`config.mk`:
```
export PLATFORM = sky130hd
export DESIGN_NAME = cpu_controller
export DESIGN_NICKNAME = d
export VERILOG_FILES = /design/src/verilog/ctrl_pkg.sv /design/src/verilog/instr_sequencer.sv /design/src/verilog/alu_exec_fsm.sv /design/src/verilog/mem_access_fsm.sv /design/src/verilog/branch_fsm.sv /design/src/verilog/cpu_controller.sv
export SDC_FILE = /design/constraint.sdc
export NUM_CORES = 1
export LEC_CHECK = 0
export BUFFER_PORTS_ARGS = -buffer_cell sky130_fd_sc_hd__buf_4
export CAP_MARGIN = 40
export CORE_MARGIN = 5
export CORE_UTILIZATION = 50
export DETAILED_ROUTE_END_ITERATION = 10
export PLACE_DENSITY = 0.8
export SLEW_MARGIN = 20
export SYNTH_ARGS = -nofsm -noshare
export SYNTH_HDL_FRONTEND = slang
export SYNTH_SLANG_ARGS = --single-unit
```
`constraint.sdc`:
```
create_clock -name clk -period 3.2 [get_ports clk]
set_input_delay 0.64 -clock clk [delete_from_list [all_inputs] [get_ports clk]]
set_output_delay 0.64 -clock clk [all_outputs]
set_load 0.01 [all_outputs]
```
`src/verilog/ctrl_pkg.sv`:
```
package ctrl_pkg;

    ////////////////////////////////////////////////////////////
    // Field widths
    ////////////////////////////////////////////////////////////

    localparam int OPCODE_W = 7;
    localparam int FUNC3_W  = 3;

    // RV32I major opcodes kept by this controller
    typedef enum logic [OPCODE_W-1:0]
    {
        OP_RTYPE  = 7'b0110011,
        OP_ITYPE  = 7'b0010011,
        OP_LOAD   = 7'b0000011,
        OP_STORE  = 7'b0100011,
        OP_BRANCH = 7'b1100011
    } opcode_t;

    // Decoded instruction kind
    typedef enum logic [2:0]
    {
        EX_NONE    = 3'd0,
        EX_ALU_REG = 3'd1,
        EX_ALU_IMM = 3'd2,
        EX_LOAD    = 3'd3,
        EX_STORE   = 3'd4,
        EX_BRANCH  = 3'd5
    } exec_class_t;

    typedef enum logic [1:0]
    {
        PC_PLUS4  = 2'b00,
        PC_BRANCH = 2'b01
    } pc_sel_t;

    // Register file write source
    typedef enum logic [1:0]
    {
        WB_ALU = 2'b00,
        WB_MEM = 2'b01
    } wb_sel_t;

    // One-hot access width
    typedef enum logic [2:0]
    {
        MW_NONE = 3'b000,
        MW_BYTE = 3'b001,
        MW_HALF = 3'b010,
        MW_WORD = 3'b100
    } mem_width_t;

    ////////////////////////////////////////////////////////////
    // Port groups
    ////////////////////////////////////////////////////////////

    typedef struct packed
    {
        opcode_t              opcode;
        logic [FUNC3_W-1:0]   func3;
    } instr_fields_t;

    typedef struct packed
    {
        logic       ir_en;      // Instruction register load
        logic       pc_en;      // PC load
        pc_sel_t    pc_select;
        logic       alu_src;    // ALU operand b from immediate
        logic       reg_write;
        wb_sel_t    mem_to_reg;
        mem_width_t mem_width;
        logic       mem_read;
        logic       mem_write;
    } ctrl_t;

    // All controls inactive
    localparam ctrl_t CTRL_NONE = '0;

endpackage

```
`src/verilog/instr_sequencer.sv`:
```
`timescale 1ns/1ns

module instr_sequencer
(
    input  logic              clk,
    input  logic              reset,
    input  logic              go,
    input  ctrl_pkg::opcode_t opcode,
    input  ctrl_pkg::ctrl_t   alu_ctrl,
    input  ctrl_pkg::ctrl_t   mem_ctrl,
    input  ctrl_pkg::ctrl_t   br_ctrl,
    input  logic              alu_finish,
    input  logic              mem_finish,
    input  logic              br_finish,
    output logic              alu_start,
    output logic              mem_start,
    output logic              br_start,
    output logic              alu_use_imm,
    output ctrl_pkg::ctrl_t   ctrl,
    output logic              done
);

    import ctrl_pkg::*;

    typedef enum logic [2:0]
    {
        SEQ_IDLE,
        SEQ_FETCH,
        SEQ_PC_UPDATE,
        SEQ_DECODE,
        SEQ_EXECUTE,
        SEQ_DONE
    } seq_state_t;

    seq_state_t  state;
    seq_state_t  state_nxt;
    exec_class_t decode_class;  // Class of the instruction being decoded
    exec_class_t exec_class;    // Class latched for the execute phase
    ctrl_t       seq_ctrl;
    logic        unit_finish;

    ////////////////////////////////////////////////////////////
    // Opcode decode
    ////////////////////////////////////////////////////////////

    always_comb
    begin
        case (opcode)
            OP_RTYPE:  decode_class = EX_ALU_REG;
            OP_ITYPE:  decode_class = EX_ALU_IMM;
            OP_LOAD:   decode_class = EX_LOAD;
            OP_STORE:  decode_class = EX_STORE;
            OP_BRANCH: decode_class = EX_BRANCH;
            default:   decode_class = EX_NONE;  // Unknown opcode retires quietly
        endcase
    end

    // Start pulses only in the decode cycle
    assign alu_start   = (state == SEQ_DECODE) &&
                         (decode_class == EX_ALU_REG || decode_class == EX_ALU_IMM);
    assign mem_start   = (state == SEQ_DECODE) &&
                         (decode_class == EX_LOAD || decode_class == EX_STORE);
    assign br_start    = (state == SEQ_DECODE) && (decode_class == EX_BRANCH);
    assign alu_use_imm = (decode_class == EX_ALU_IMM);

    // Finish of the unit that owns the current instruction
    always_comb
    begin
        case (exec_class)
            EX_ALU_REG, EX_ALU_IMM: unit_finish = alu_finish;
            EX_LOAD, EX_STORE:      unit_finish = mem_finish;
            EX_BRANCH:              unit_finish = br_finish;
            default:                unit_finish = 1'b0;
        endcase
    end

    ////////////////////////////////////////////////////////////
    // State machine
    ////////////////////////////////////////////////////////////

    always_comb
    begin
        state_nxt = state;
        case (state)
            SEQ_IDLE:
            begin
                if (go)
                begin
                    state_nxt = SEQ_FETCH;
                end
            end
            SEQ_FETCH:     state_nxt = SEQ_PC_UPDATE;
            SEQ_PC_UPDATE: state_nxt = SEQ_DECODE;
            SEQ_DECODE:
            begin
                // Nothing to execute means done in this very cycle
                state_nxt = (decode_class == EX_NONE) ? SEQ_IDLE : SEQ_EXECUTE;
            end
            SEQ_EXECUTE:
            begin
                if (unit_finish)
                begin
                    state_nxt = SEQ_DONE;
                end
            end
            SEQ_DONE:      state_nxt = SEQ_IDLE;
            default:       state_nxt = SEQ_IDLE;
        endcase
    end

    always_ff @(posedge clk or posedge reset)
    begin
        if (reset)
        begin
            state      <= SEQ_IDLE;
            exec_class <= EX_NONE;
        end
        else
        begin
            state <= state_nxt;
            if (state == SEQ_DECODE)
            begin
                exec_class <= decode_class;
            end
        end
    end

    ////////////////////////////////////////////////////////////
    // Outputs
    ////////////////////////////////////////////////////////////

    always_comb
    begin
        seq_ctrl           = CTRL_NONE;
        seq_ctrl.ir_en     = (state == SEQ_FETCH);
        seq_ctrl.pc_en     = (state == SEQ_PC_UPDATE);
        seq_ctrl.pc_select = PC_PLUS4;
    end

    // Idle units hold all-zero controls, so an OR merges them
    assign ctrl = ctrl_t'(seq_ctrl | alu_ctrl | mem_ctrl | br_ctrl);

    assign done = (state == SEQ_DONE) ||
                  (state == SEQ_DECODE && decode_class == EX_NONE);

    // At most one execution unit is launched per instruction
    assert property (@(posedge clk) disable iff (reset)
        $onehot0({alu_start, mem_start, br_start}))
    else
        $error("More than one execution unit started");

endmodule

```
`src/verilog/alu_exec_fsm.sv`:
```
`timescale 1ns/1ns

module alu_exec_fsm
(
    input  logic            clk,
    input  logic            reset,
    input  logic            start,
    input  logic            use_imm,
    output ctrl_pkg::ctrl_t ctrl,
    output logic            finish
);

    import ctrl_pkg::*;

    typedef enum logic [1:0]
    {
        ALU_IDLE,
        ALU_WRITE,
        ALU_FINISH
    } alu_state_t;

    alu_state_t state;
    alu_state_t state_nxt;
    ctrl_t      ctrl_nxt;

    always_comb
    begin
        state_nxt = state;
        ctrl_nxt  = CTRL_NONE;
        case (state)
            ALU_IDLE:
            begin
                if (start)
                begin
                    state_nxt           = ALU_WRITE;
                    ctrl_nxt.alu_src    = use_imm;   // 0 register, 1 immediate
                    ctrl_nxt.reg_write  = 1'b1;
                    ctrl_nxt.mem_to_reg = WB_ALU;
                end
            end
            ALU_WRITE:
            begin
                // Keep the operand source one more cycle
                state_nxt           = ALU_FINISH;
                ctrl_nxt.alu_src    = ctrl.alu_src;
                ctrl_nxt.mem_to_reg = WB_ALU;
            end
            default:  state_nxt = ALU_IDLE;
        endcase
    end

    always_ff @(posedge clk or posedge reset)
    begin
        if (reset)
        begin
            state <= ALU_IDLE;
            ctrl  <= CTRL_NONE;
        end
        else
        begin
            state <= state_nxt;
            ctrl  <= ctrl_nxt;
        end
    end

    assign finish = (state == ALU_FINISH);

    // Single write per instruction
    assert property (@(posedge clk) disable iff (reset)
        ctrl.reg_write |=> !ctrl.reg_write)
    else
        $error("ALU register write held for two cycles");

endmodule

```
`src/verilog/mem_access_fsm.sv`:
```
`timescale 1ns/1ns

module mem_access_fsm
(
    input  logic                         clk,
    input  logic                         reset,
    input  logic                         start,
    input  ctrl_pkg::opcode_t            opcode,
    input  logic [ctrl_pkg::FUNC3_W-1:0] func3,
    output ctrl_pkg::ctrl_t              ctrl,
    output logic                         finish
);

    import ctrl_pkg::*;

    typedef enum logic [1:0]
    {
        MEM_IDLE,
        MEM_ACCESS,
        MEM_WRITEBACK,
        MEM_FINISH
    } mem_state_t;

    mem_state_t state;
    mem_state_t state_nxt;
    ctrl_t      ctrl_nxt;
    mem_width_t width_sel;
    logic       is_load;
    logic       load_op;   // Load seen at start

    ////////////////////////////////////////////////////////////
    // Width decode
    ////////////////////////////////////////////////////////////

    assign is_load = (opcode == OP_LOAD);

    always_comb
    begin
        width_sel = MW_NONE;
        if (is_load)
        begin
            case (func3)
                3'd0, 3'd4: width_sel = MW_BYTE;   // LB, LBU
                3'd1, 3'd5: width_sel = MW_HALF;   // LH, LHU
                3'd2:       width_sel = MW_WORD;
                default:    width_sel = MW_NONE;
            endcase
        end
        else if (opcode == OP_STORE)
        begin
            case (func3)
                3'd0:    width_sel = MW_BYTE;
                3'd1:    width_sel = MW_HALF;
                3'd2:    width_sel = MW_WORD;
                default: width_sel = MW_NONE;
            endcase
        end
    end

    ////////////////////////////////////////////////////////////
    // Access sequence
    ////////////////////////////////////////////////////////////

    always_comb
    begin
        state_nxt = state;
        ctrl_nxt  = CTRL_NONE;
        case (state)
            MEM_IDLE:
            begin
                if (start)
                begin
                    if (width_sel == MW_NONE)
                    begin
                        state_nxt = MEM_FINISH;     // Unsupported width drives nothing
                    end
                    else
                    begin
                        state_nxt          = MEM_ACCESS;
                        ctrl_nxt.alu_src   = 1'b1;  // Address is base plus offset
                        ctrl_nxt.mem_width = width_sel;
                        ctrl_nxt.mem_read  = is_load;
                        ctrl_nxt.mem_write = !is_load;
                    end
                end
            end
            MEM_ACCESS:
            begin
                ctrl_nxt.alu_src = 1'b1;
                if (load_op)
                begin
                    state_nxt           = MEM_WRITEBACK;
                    ctrl_nxt.reg_write  = 1'b1;
                    ctrl_nxt.mem_to_reg = WB_MEM;
                end
                else
                begin
                    state_nxt = MEM_FINISH;
                end
            end
            MEM_WRITEBACK:
            begin
                state_nxt        = MEM_FINISH;
                ctrl_nxt.alu_src = 1'b1;
            end
            default: state_nxt = MEM_IDLE;
        endcase
    end

    always_ff @(posedge clk or posedge reset)
    begin
        if (reset)
        begin
            state   <= MEM_IDLE;
            ctrl    <= CTRL_NONE;
            load_op <= 1'b0;
        end
        else
        begin
            state <= state_nxt;
            ctrl  <= ctrl_nxt;
            if (state == MEM_IDLE && start)
            begin
                load_op <= is_load;
            end
        end
    end

    assign finish = (state == MEM_FINISH);

    assert property (@(posedge clk) disable iff (reset)
        !(ctrl.mem_read && ctrl.mem_write))
    else
        $error("Memory read and write strobes together");

    assert property (@(posedge clk) disable iff (reset)
        (ctrl.mem_read || ctrl.mem_write) |-> ctrl.mem_width != MW_NONE)
    else
        $error("Memory access without a width");

endmodule

```
`src/verilog/branch_fsm.sv`:
```
`timescale 1ns/1ns

module branch_fsm
(
    input  logic            clk,
    input  logic            reset,
    input  logic            start,
    input  logic            comparator,
    output ctrl_pkg::ctrl_t ctrl,
    output logic            finish
);

    import ctrl_pkg::*;

    typedef enum logic [1:0]
    {
        BR_IDLE,
        BR_RESOLVE,
        BR_FINISH
    } br_state_t;

    br_state_t state;
    br_state_t state_nxt;
    ctrl_t     ctrl_nxt;

    always_comb
    begin
        state_nxt = state;
        ctrl_nxt  = CTRL_NONE;
        case (state)
            BR_IDLE:
            begin
                if (start)
                begin
                    state_nxt = BR_RESOLVE;
                    if (comparator)
                    begin
                        ctrl_nxt.pc_en     = 1'b1;
                        ctrl_nxt.pc_select = PC_BRANCH;
                    end
                end
            end
            BR_RESOLVE: state_nxt = BR_FINISH;   // Taken or quiet cycle
            default:    state_nxt = BR_IDLE;
        endcase
    end

    always_ff @(posedge clk or posedge reset)
    begin
        if (reset)
        begin
            state <= BR_IDLE;
            ctrl  <= CTRL_NONE;
        end
        else
        begin
            state <= state_nxt;
            ctrl  <= ctrl_nxt;
        end
    end

    assign finish = (state == BR_FINISH);

    // This unit only ever loads the branch target
    assert property (@(posedge clk) disable iff (reset)
        ctrl.pc_en |-> ctrl.pc_select == PC_BRANCH)
    else
        $error("Branch unit PC load without branch select");

endmodule

```
`src/verilog/cpu_controller.sv`:
```
`timescale 1ns/1ns

module cpu_controller
(
    input  logic                    clk,
    input  logic                    reset,
    input  logic                    go,
    input  ctrl_pkg::instr_fields_t instr,
    input  logic                    comparator,
    output ctrl_pkg::ctrl_t         ctrl,
    output logic                    done
);

    import ctrl_pkg::*;

    ctrl_t alu_ctrl;
    ctrl_t mem_ctrl;
    ctrl_t br_ctrl;
    logic  alu_start;
    logic  mem_start;
    logic  br_start;
    logic  alu_finish;
    logic  mem_finish;
    logic  br_finish;
    logic  alu_use_imm;

    ////////////////////////////////////////////////////////////
    // Main sequencer
    ////////////////////////////////////////////////////////////

    instr_sequencer u_seq
    (
        .clk         (clk),
        .reset       (reset),
        .go          (go),
        .opcode      (instr.opcode),
        .alu_ctrl    (alu_ctrl),
        .mem_ctrl    (mem_ctrl),
        .br_ctrl     (br_ctrl),
        .alu_finish  (alu_finish),
        .mem_finish  (mem_finish),
        .br_finish   (br_finish),
        .alu_start   (alu_start),
        .mem_start   (mem_start),
        .br_start    (br_start),
        .alu_use_imm (alu_use_imm),
        .ctrl        (ctrl),
        .done        (done)
    );

    ////////////////////////////////////////////////////////////
    // Execution units
    ////////////////////////////////////////////////////////////

    alu_exec_fsm u_alu
    (
        .clk     (clk),
        .reset   (reset),
        .start   (alu_start),
        .use_imm (alu_use_imm),
        .ctrl    (alu_ctrl),
        .finish  (alu_finish)
    );

    mem_access_fsm u_mem
    (
        .clk    (clk),
        .reset  (reset),
        .start  (mem_start),
        .opcode (instr.opcode),
        .func3  (instr.func3),
        .ctrl   (mem_ctrl),
        .finish (mem_finish)
    );

    branch_fsm u_br
    (
        .clk        (clk),
        .reset      (reset),
        .start      (br_start),
        .comparator (comparator),   // Held stable by the host until done
        .ctrl       (br_ctrl),
        .finish     (br_finish)
    );

endmodule

```
# ---- Yosys cells after proc, flatten, opt, wreduce, memory -nomap -nowiden
# Index checks and enable logic that the tools add are counted.
dict set report word_totals {
  register_bits 29
  inputBits 14
  output_inout_bits 14
  word_cells 111
}
dict set report op_classes {
  n_eq_ne 36
  muxes 33
  bitwise_logic 3
  n_reduce_logical 22
}
# op n
set ops {}
lappend ops {{3-bit two-way mux} 10}
lappend ops {{3-bit one-hot mux with 5 select lines} 2}
lappend ops {{13-bit by 9-bit bitwise OR with 13-bit output} 2}
lappend ops {{3-bit == test (second input constant)} 8}
lappend ops {{3-bit by 2-bit == test with 1-bit output (second input constant)} 7}
lappend ops {{3-bit one-hot mux with 3 select lines} 2}
lappend ops {{5-bit two-way mux} 3}
lappend ops {{7-bit by 6-bit == test with 1-bit output (second input constant)} 2}
lappend ops {{13-bit by 12-bit bitwise OR with 13-bit output} 1}
lappend ops {{3-bit by 1-bit == test with 1-bit output (second input constant)} 4}
lappend ops {{3-bit logical NOT} 4}
lappend ops {{2-bit two-way mux} 5}
lappend ops {{2-bit OR reduction} 5}
lappend ops {{2-bit == test (second input constant)} 4}
lappend ops {{2-bit one-hot mux with 2 select lines} 2}
lappend ops {{7-bit by 2-bit == test with 1-bit output (second input constant)} 1}
lappend ops {{7-bit by 5-bit == test with 1-bit output (second input constant)} 1}
lappend ops {{7-bit == test (second input constant)} 1}
lappend ops {{2-bit by 1-bit == test with 1-bit output (second input constant)} 3}
lappend ops {{2-bit logical NOT} 3}
lappend ops {{2-bit != test (second input constant)} 3}
lappend ops {{2-bit one-hot mux with 3 select lines} 1}
lappend ops {{1-bit logical AND} 5}
lappend ops {{1-bit two-way mux} 4}
lappend ops {{7 further kinds} 11}

# ---- Depth between registers and ports, before layout
dict set report depth {
  word_depth 8
  mapped_depth 7
}

# ---- Modules after synthesis
# From an unflattened synthesis, not the netlist that was laid out.
dict set report unflattened {
  cells_unflattened 157
  area_unflattened_um2 1539.0
}
# mod instances cells_each area_each_um2 seq_area_each_um2
set modules_own_cells {}
lappend modules_own_cells {mem_access_fsm 1 53 561.8 250.2}
lappend modules_own_cells {instr_sequencer 1 60 534.3 150.1}
lappend modules_own_cells {alu_exec_fsm 1 23 232.7 100.1}
lappend modules_own_cells {branch_fsm 1 21 210.2 75.1}

# ---- Least setup slack after synthesis
# No wires, ideal clock.
dict set report synth_timing {
  path_type {input -> output}
  from {input port instr[8] (netlist name)}
  to {output port done}
  arrival_ns 1.401
  required_time_ns 2.560
  path_slack_ns 1.159
  path_stages 5
  n_path_buf 1
  path_cell_list {clkbuf_1 -> nand2b_1 -> a21oi_1 -> o21ai_0 -> and2_1}
}
dict set report synth_via {
  elab_chain_len 5
  elab_cells_between_ends 9
  cone_classes {5 x eq/ne; 1 x mux; 3 x reduce/logical}
}
# item line_no
set synth_lines {}
lappend synth_lines {{start, declared} cpu_controller.sv:8} ;# input ctrl_pkg::instr_fields_t instr,
lappend synth_lines {{7-bit == test (tied with other cells)} instr_sequencer.sv:48} ;# case (opcode)
lappend synth_lines {{3-bit one-hot mux with 5 select lines *} instr_sequencer.sv:48}
lappend synth_lines {{3-bit logical NOT *} instr_sequencer.sv:144} ;# (state == SEQ_DECODE && decode_class == EX_NONE);
lappend synth_lines {{1-bit logical AND *} instr_sequencer.sv:144}
lappend synth_lines {{1-bit logical OR *} instr_sequencer.sv:143} ;# assign done = (state == SEQ_DONE) ||
lappend synth_lines {{end, declared} cpu_controller.sv:11} ;# output logic done
# Mark *: on every way between the ends. The rest lies on a longest branch, timed or not.

# ---- Worst setup path after layout
dict set report layout_timing {
  from {input port instr[5] (netlist name)}
  to {output port done}
}
# The elaborated chain is that of the path after synthesis.

==> results by group <==
Synthesis
  • Adder-cell share of the synthesized area: 0.0506
  • EDFF count, synth: 0
  • Post-synthesis cell count: 125
  • Post-Synth Simple-Gate Area: 0.221
  • Yosys top cell area share: 0.465
  • Ys Warns: 0
  • Post-synthesis async set-or-reset flop share: 1.00
  • Post-Syn Area per Cell: 9.90 um2
  • Register area share after synthesis: 0.465
  • Synth area leader: dfrtp_1
  • Post-synthesis mux area share: 0.00809
  • Most common cell in the netlist: dfrtp_1
  • Unique cell type count in the Yosys netlist: 41
  • Mapped Area: 1240 um2
  • Complex-gate fraction of the synthesized area: 0.138
  • Post-synthesis xor/xnor area fraction: 0.0142
  • Main synth FF type: dfrtp_1
  • Synth area leaders: dfrtp_1 (47%), ha_1 (5.1%), buf_4 (4.9%)
  • Synth Register Bits: 23
  • Post-synth top cells: dfrtp_1 (23), buf_4 (8), inv_1 (8), nand2_1 (8), nor2_1 (8)
  • Main combinational cell family by area after synthesis: simple AND/OR/NAND/NOR gates

Setup path
  • R2r startpoint: u_seq.state[2]
  • Largest fanout on the critical path: 8
  • Crit path kind: input pin to primary output
  • FF-to-FF setup slack: 1260 ps
  • Register-to-Register Path Depth: 4
  • Worst setup SP type: input pin
  • Worst path arrival time: 1760 ps
  • CP endpoint: done
  • WP data required: 2560 ps
  • CP startpoint: instr[5]
  • Worst r2r dst: u_mem.ctrl[8]
  • Endpoint class of the critical path: primary output

Floorplanning
  • Initial Util: 0.509
  • Chip width: 59.8 um
  • Die span in y: 59.8 um
  • Row count: 18
  • Core area: 2430 um2
  • Ports: 28
  • Die ar.: 3570 um2

Cells and area
  • Layout cells sized above 1: 0.254
  • Final Util: 0.586
  • Nets@finish: 162
  • Final non-filler cell total: 172
  • Fillers: 211
  • Antenna cells: 0
  • P&R area growth vs syn: 15.3%

CTS
  • Clk buf depth: 2
  • Clk pin slew, worst setup/hold paths: 120 ps
  • # hold bufs at CTS: 0
  • Sinks on the clock net: 23
  • CTS tree: yes
  • Post-CTS setup buffer count: 0
  • CTS Root Cell: clkbuf_4
  • Worst-Skew Late Latency: 310 ps
  • CTS buffer count: 3
  • Post-cts sizing count: 0
  • H-tree depth: 1

Timing
  • Setup_tns: 0 ps
  • Worst-Margin Slew: 500 ps
  • Fin. max-slew vios: 0
  • Clk_skew: 5.54 ps
  • Setup repair after global routing missed its margin: no
  • Setup Viol. Count Final: 0
  • Tcrit/Tclk final: 0.749
  • Relative slew margins: 0.663
  • Period minus WS final: 2400 ps
  • Final hold vios: 0
  • Final worst slack: 804 ps
  • Fmax: 417 MHz

Flow run
  • Max cap viols: 0

Placed design
  • Final HPWL from detailed placement: 1.79 mm
  • Place WS: 812 ps
  • Inst Count DP: 168
  • Routability congestion estimate: 0.716
  • # port buffers: 25

GRT
  • Initial antenna violation count: 0
  • Total Routing Usage GR: 0.146
  • Largest net degree at the start of global routing: 19
  • Vias in the first global route: 917
  • Global-route wire length before repair: 3.90 mm
  • Congestion Overflow GR: 0

Power
  • P per Cell Area: 506 nW/um2
  • Peak VDD IR: 0.000385 V
  • Static leakage: 0.694 nW

Drt
  • Vias after detailed routing: 917
  • Drt total wl: 2.30 mm
  • DR iter-0 viols: 21
  • Drc violations: 0
  • First-pass detailed-route iteration total: 4
  • DR WL/cell: 13.4 um
  • ANT nets after route: 0
  • Number of vias per cell: 5.33

Min path
  • HP Class: input pin to asynchronous set/reset pin

Outcome
  • Status: finished, final reports clean
kinds of logic (layout without fill, tap and decap cells):
group | count (synthesis) | count (layout)
buffers and inverters | 22 | 38
flip-flops | 23 | 23
AND/OR/NAND/NOR | 47 | 47
AO/OA/AOI/OAI | 24 | 24
multiplexers | 1 | 1
other | 1 | 2
adder cells (fa/ha/maj) | 5 | 5
XOR/XNOR | 2 | 2
layer usage:
metal  GRT usage  vias up  part of all wire
met5           0        -                 0
met4      0.0759        0             0.023
met3      0.0302        5             0.052
met2       0.236       21              0.48
met1       0.183      440              0.45
li1            -      451                 -
worst max-delay path: stages:
cell	delay (ps)
buf_4	100
nand4bb_1	370
a21oi_1	260
o21ai_0	90
and2_1	160
buf_4	140
through the flow:
step / power [mW] / hold slack [ps] / cell area (um2)
floorplan: 0.518 / 417 / 1240
CTS: 0.726 / 274 / 1430
global placement: 0.576 / 438 / 1370
finish: 0.721 / 270 / 1430
global route: 0.773 / 285 / 1430
detailed placement: 0.593 / 449 / 1400
cells in the final DEF (no fill, tap or decap), types with 2 or more instances in the layout:
cell type | netlist | layout
a21oi_1 | 6 | 6
and2_1 | 3 | 3
buf_4 | 8 | 25
clkbuf_4 | 0 | 3
conb_1 | 1 | 2
dfrtp_1 | 23 | 23
ha_1 | 5 | 5
inv_1 | 8 | 8
nand2_1 | 8 | 8
nand2b_1 | 6 | 6
nand3_1 | 2 | 2
nand3b_1 | 2 | 2
nor2_1 | 8 | 8
nor2b_1 | 2 | 2
nor3_1 | 5 | 5
nor3b_1 | 3 | 3
o21ai_0 | 4 | 4
o22ai_1 | 2 | 2
o31ai_1 | 2 | 2
or2_2 | 2 | 2
registers in the layout, indices dropped and copies added (netlist names):
register / flops
u_mem.ctrl: 7
u_seq.exec_class: 3
u_seq.state: 3
u_alu.ctrl: 2
u_alu.state: 2
u_br.state: 2
u_mem.state: 2
u_br.ctrl: 1
u_mem.load_op: 1
area by class of cell:
class / count / area [um2] / share of cell area
repair buffers: 26 / 215 / 0.151
well taps: 30 / 37.5 / 0.0263
inverters: 8 / 30.0 / 0.0211
flip-flops and latches: 23 / 576 / 0.404
multi-input cells: 81 / 542 / 0.380
clock buffers: 4 / 26.3 / 0.0184
how the worst min path moves through the flow:
stage | cells after the start | slack (ps) | to
floorplan | 1 | 420 | u_br.state[1]
global placement | 1 | 440 | u_br.state[1]
detailed placement | 1 | 450 | u_br.state[1]
CTS | 2 | 270 | u_mem.ctrl[3]
global route | 2 | 290 | u_mem.ctrl[2]
finish | 2 | 270 | u_mem.ctrl[2]
where the power goes:
part	internal, mW	switching, mW	total (mW)
Clock	0.0487	0.0846	0.133
Sequential	0.321	0.0437	0.365
Combinational	0.112	0.111	0.224
Total	0.482	0.240	0.721
Note: power is estimated with default switching activity, not from simulation.
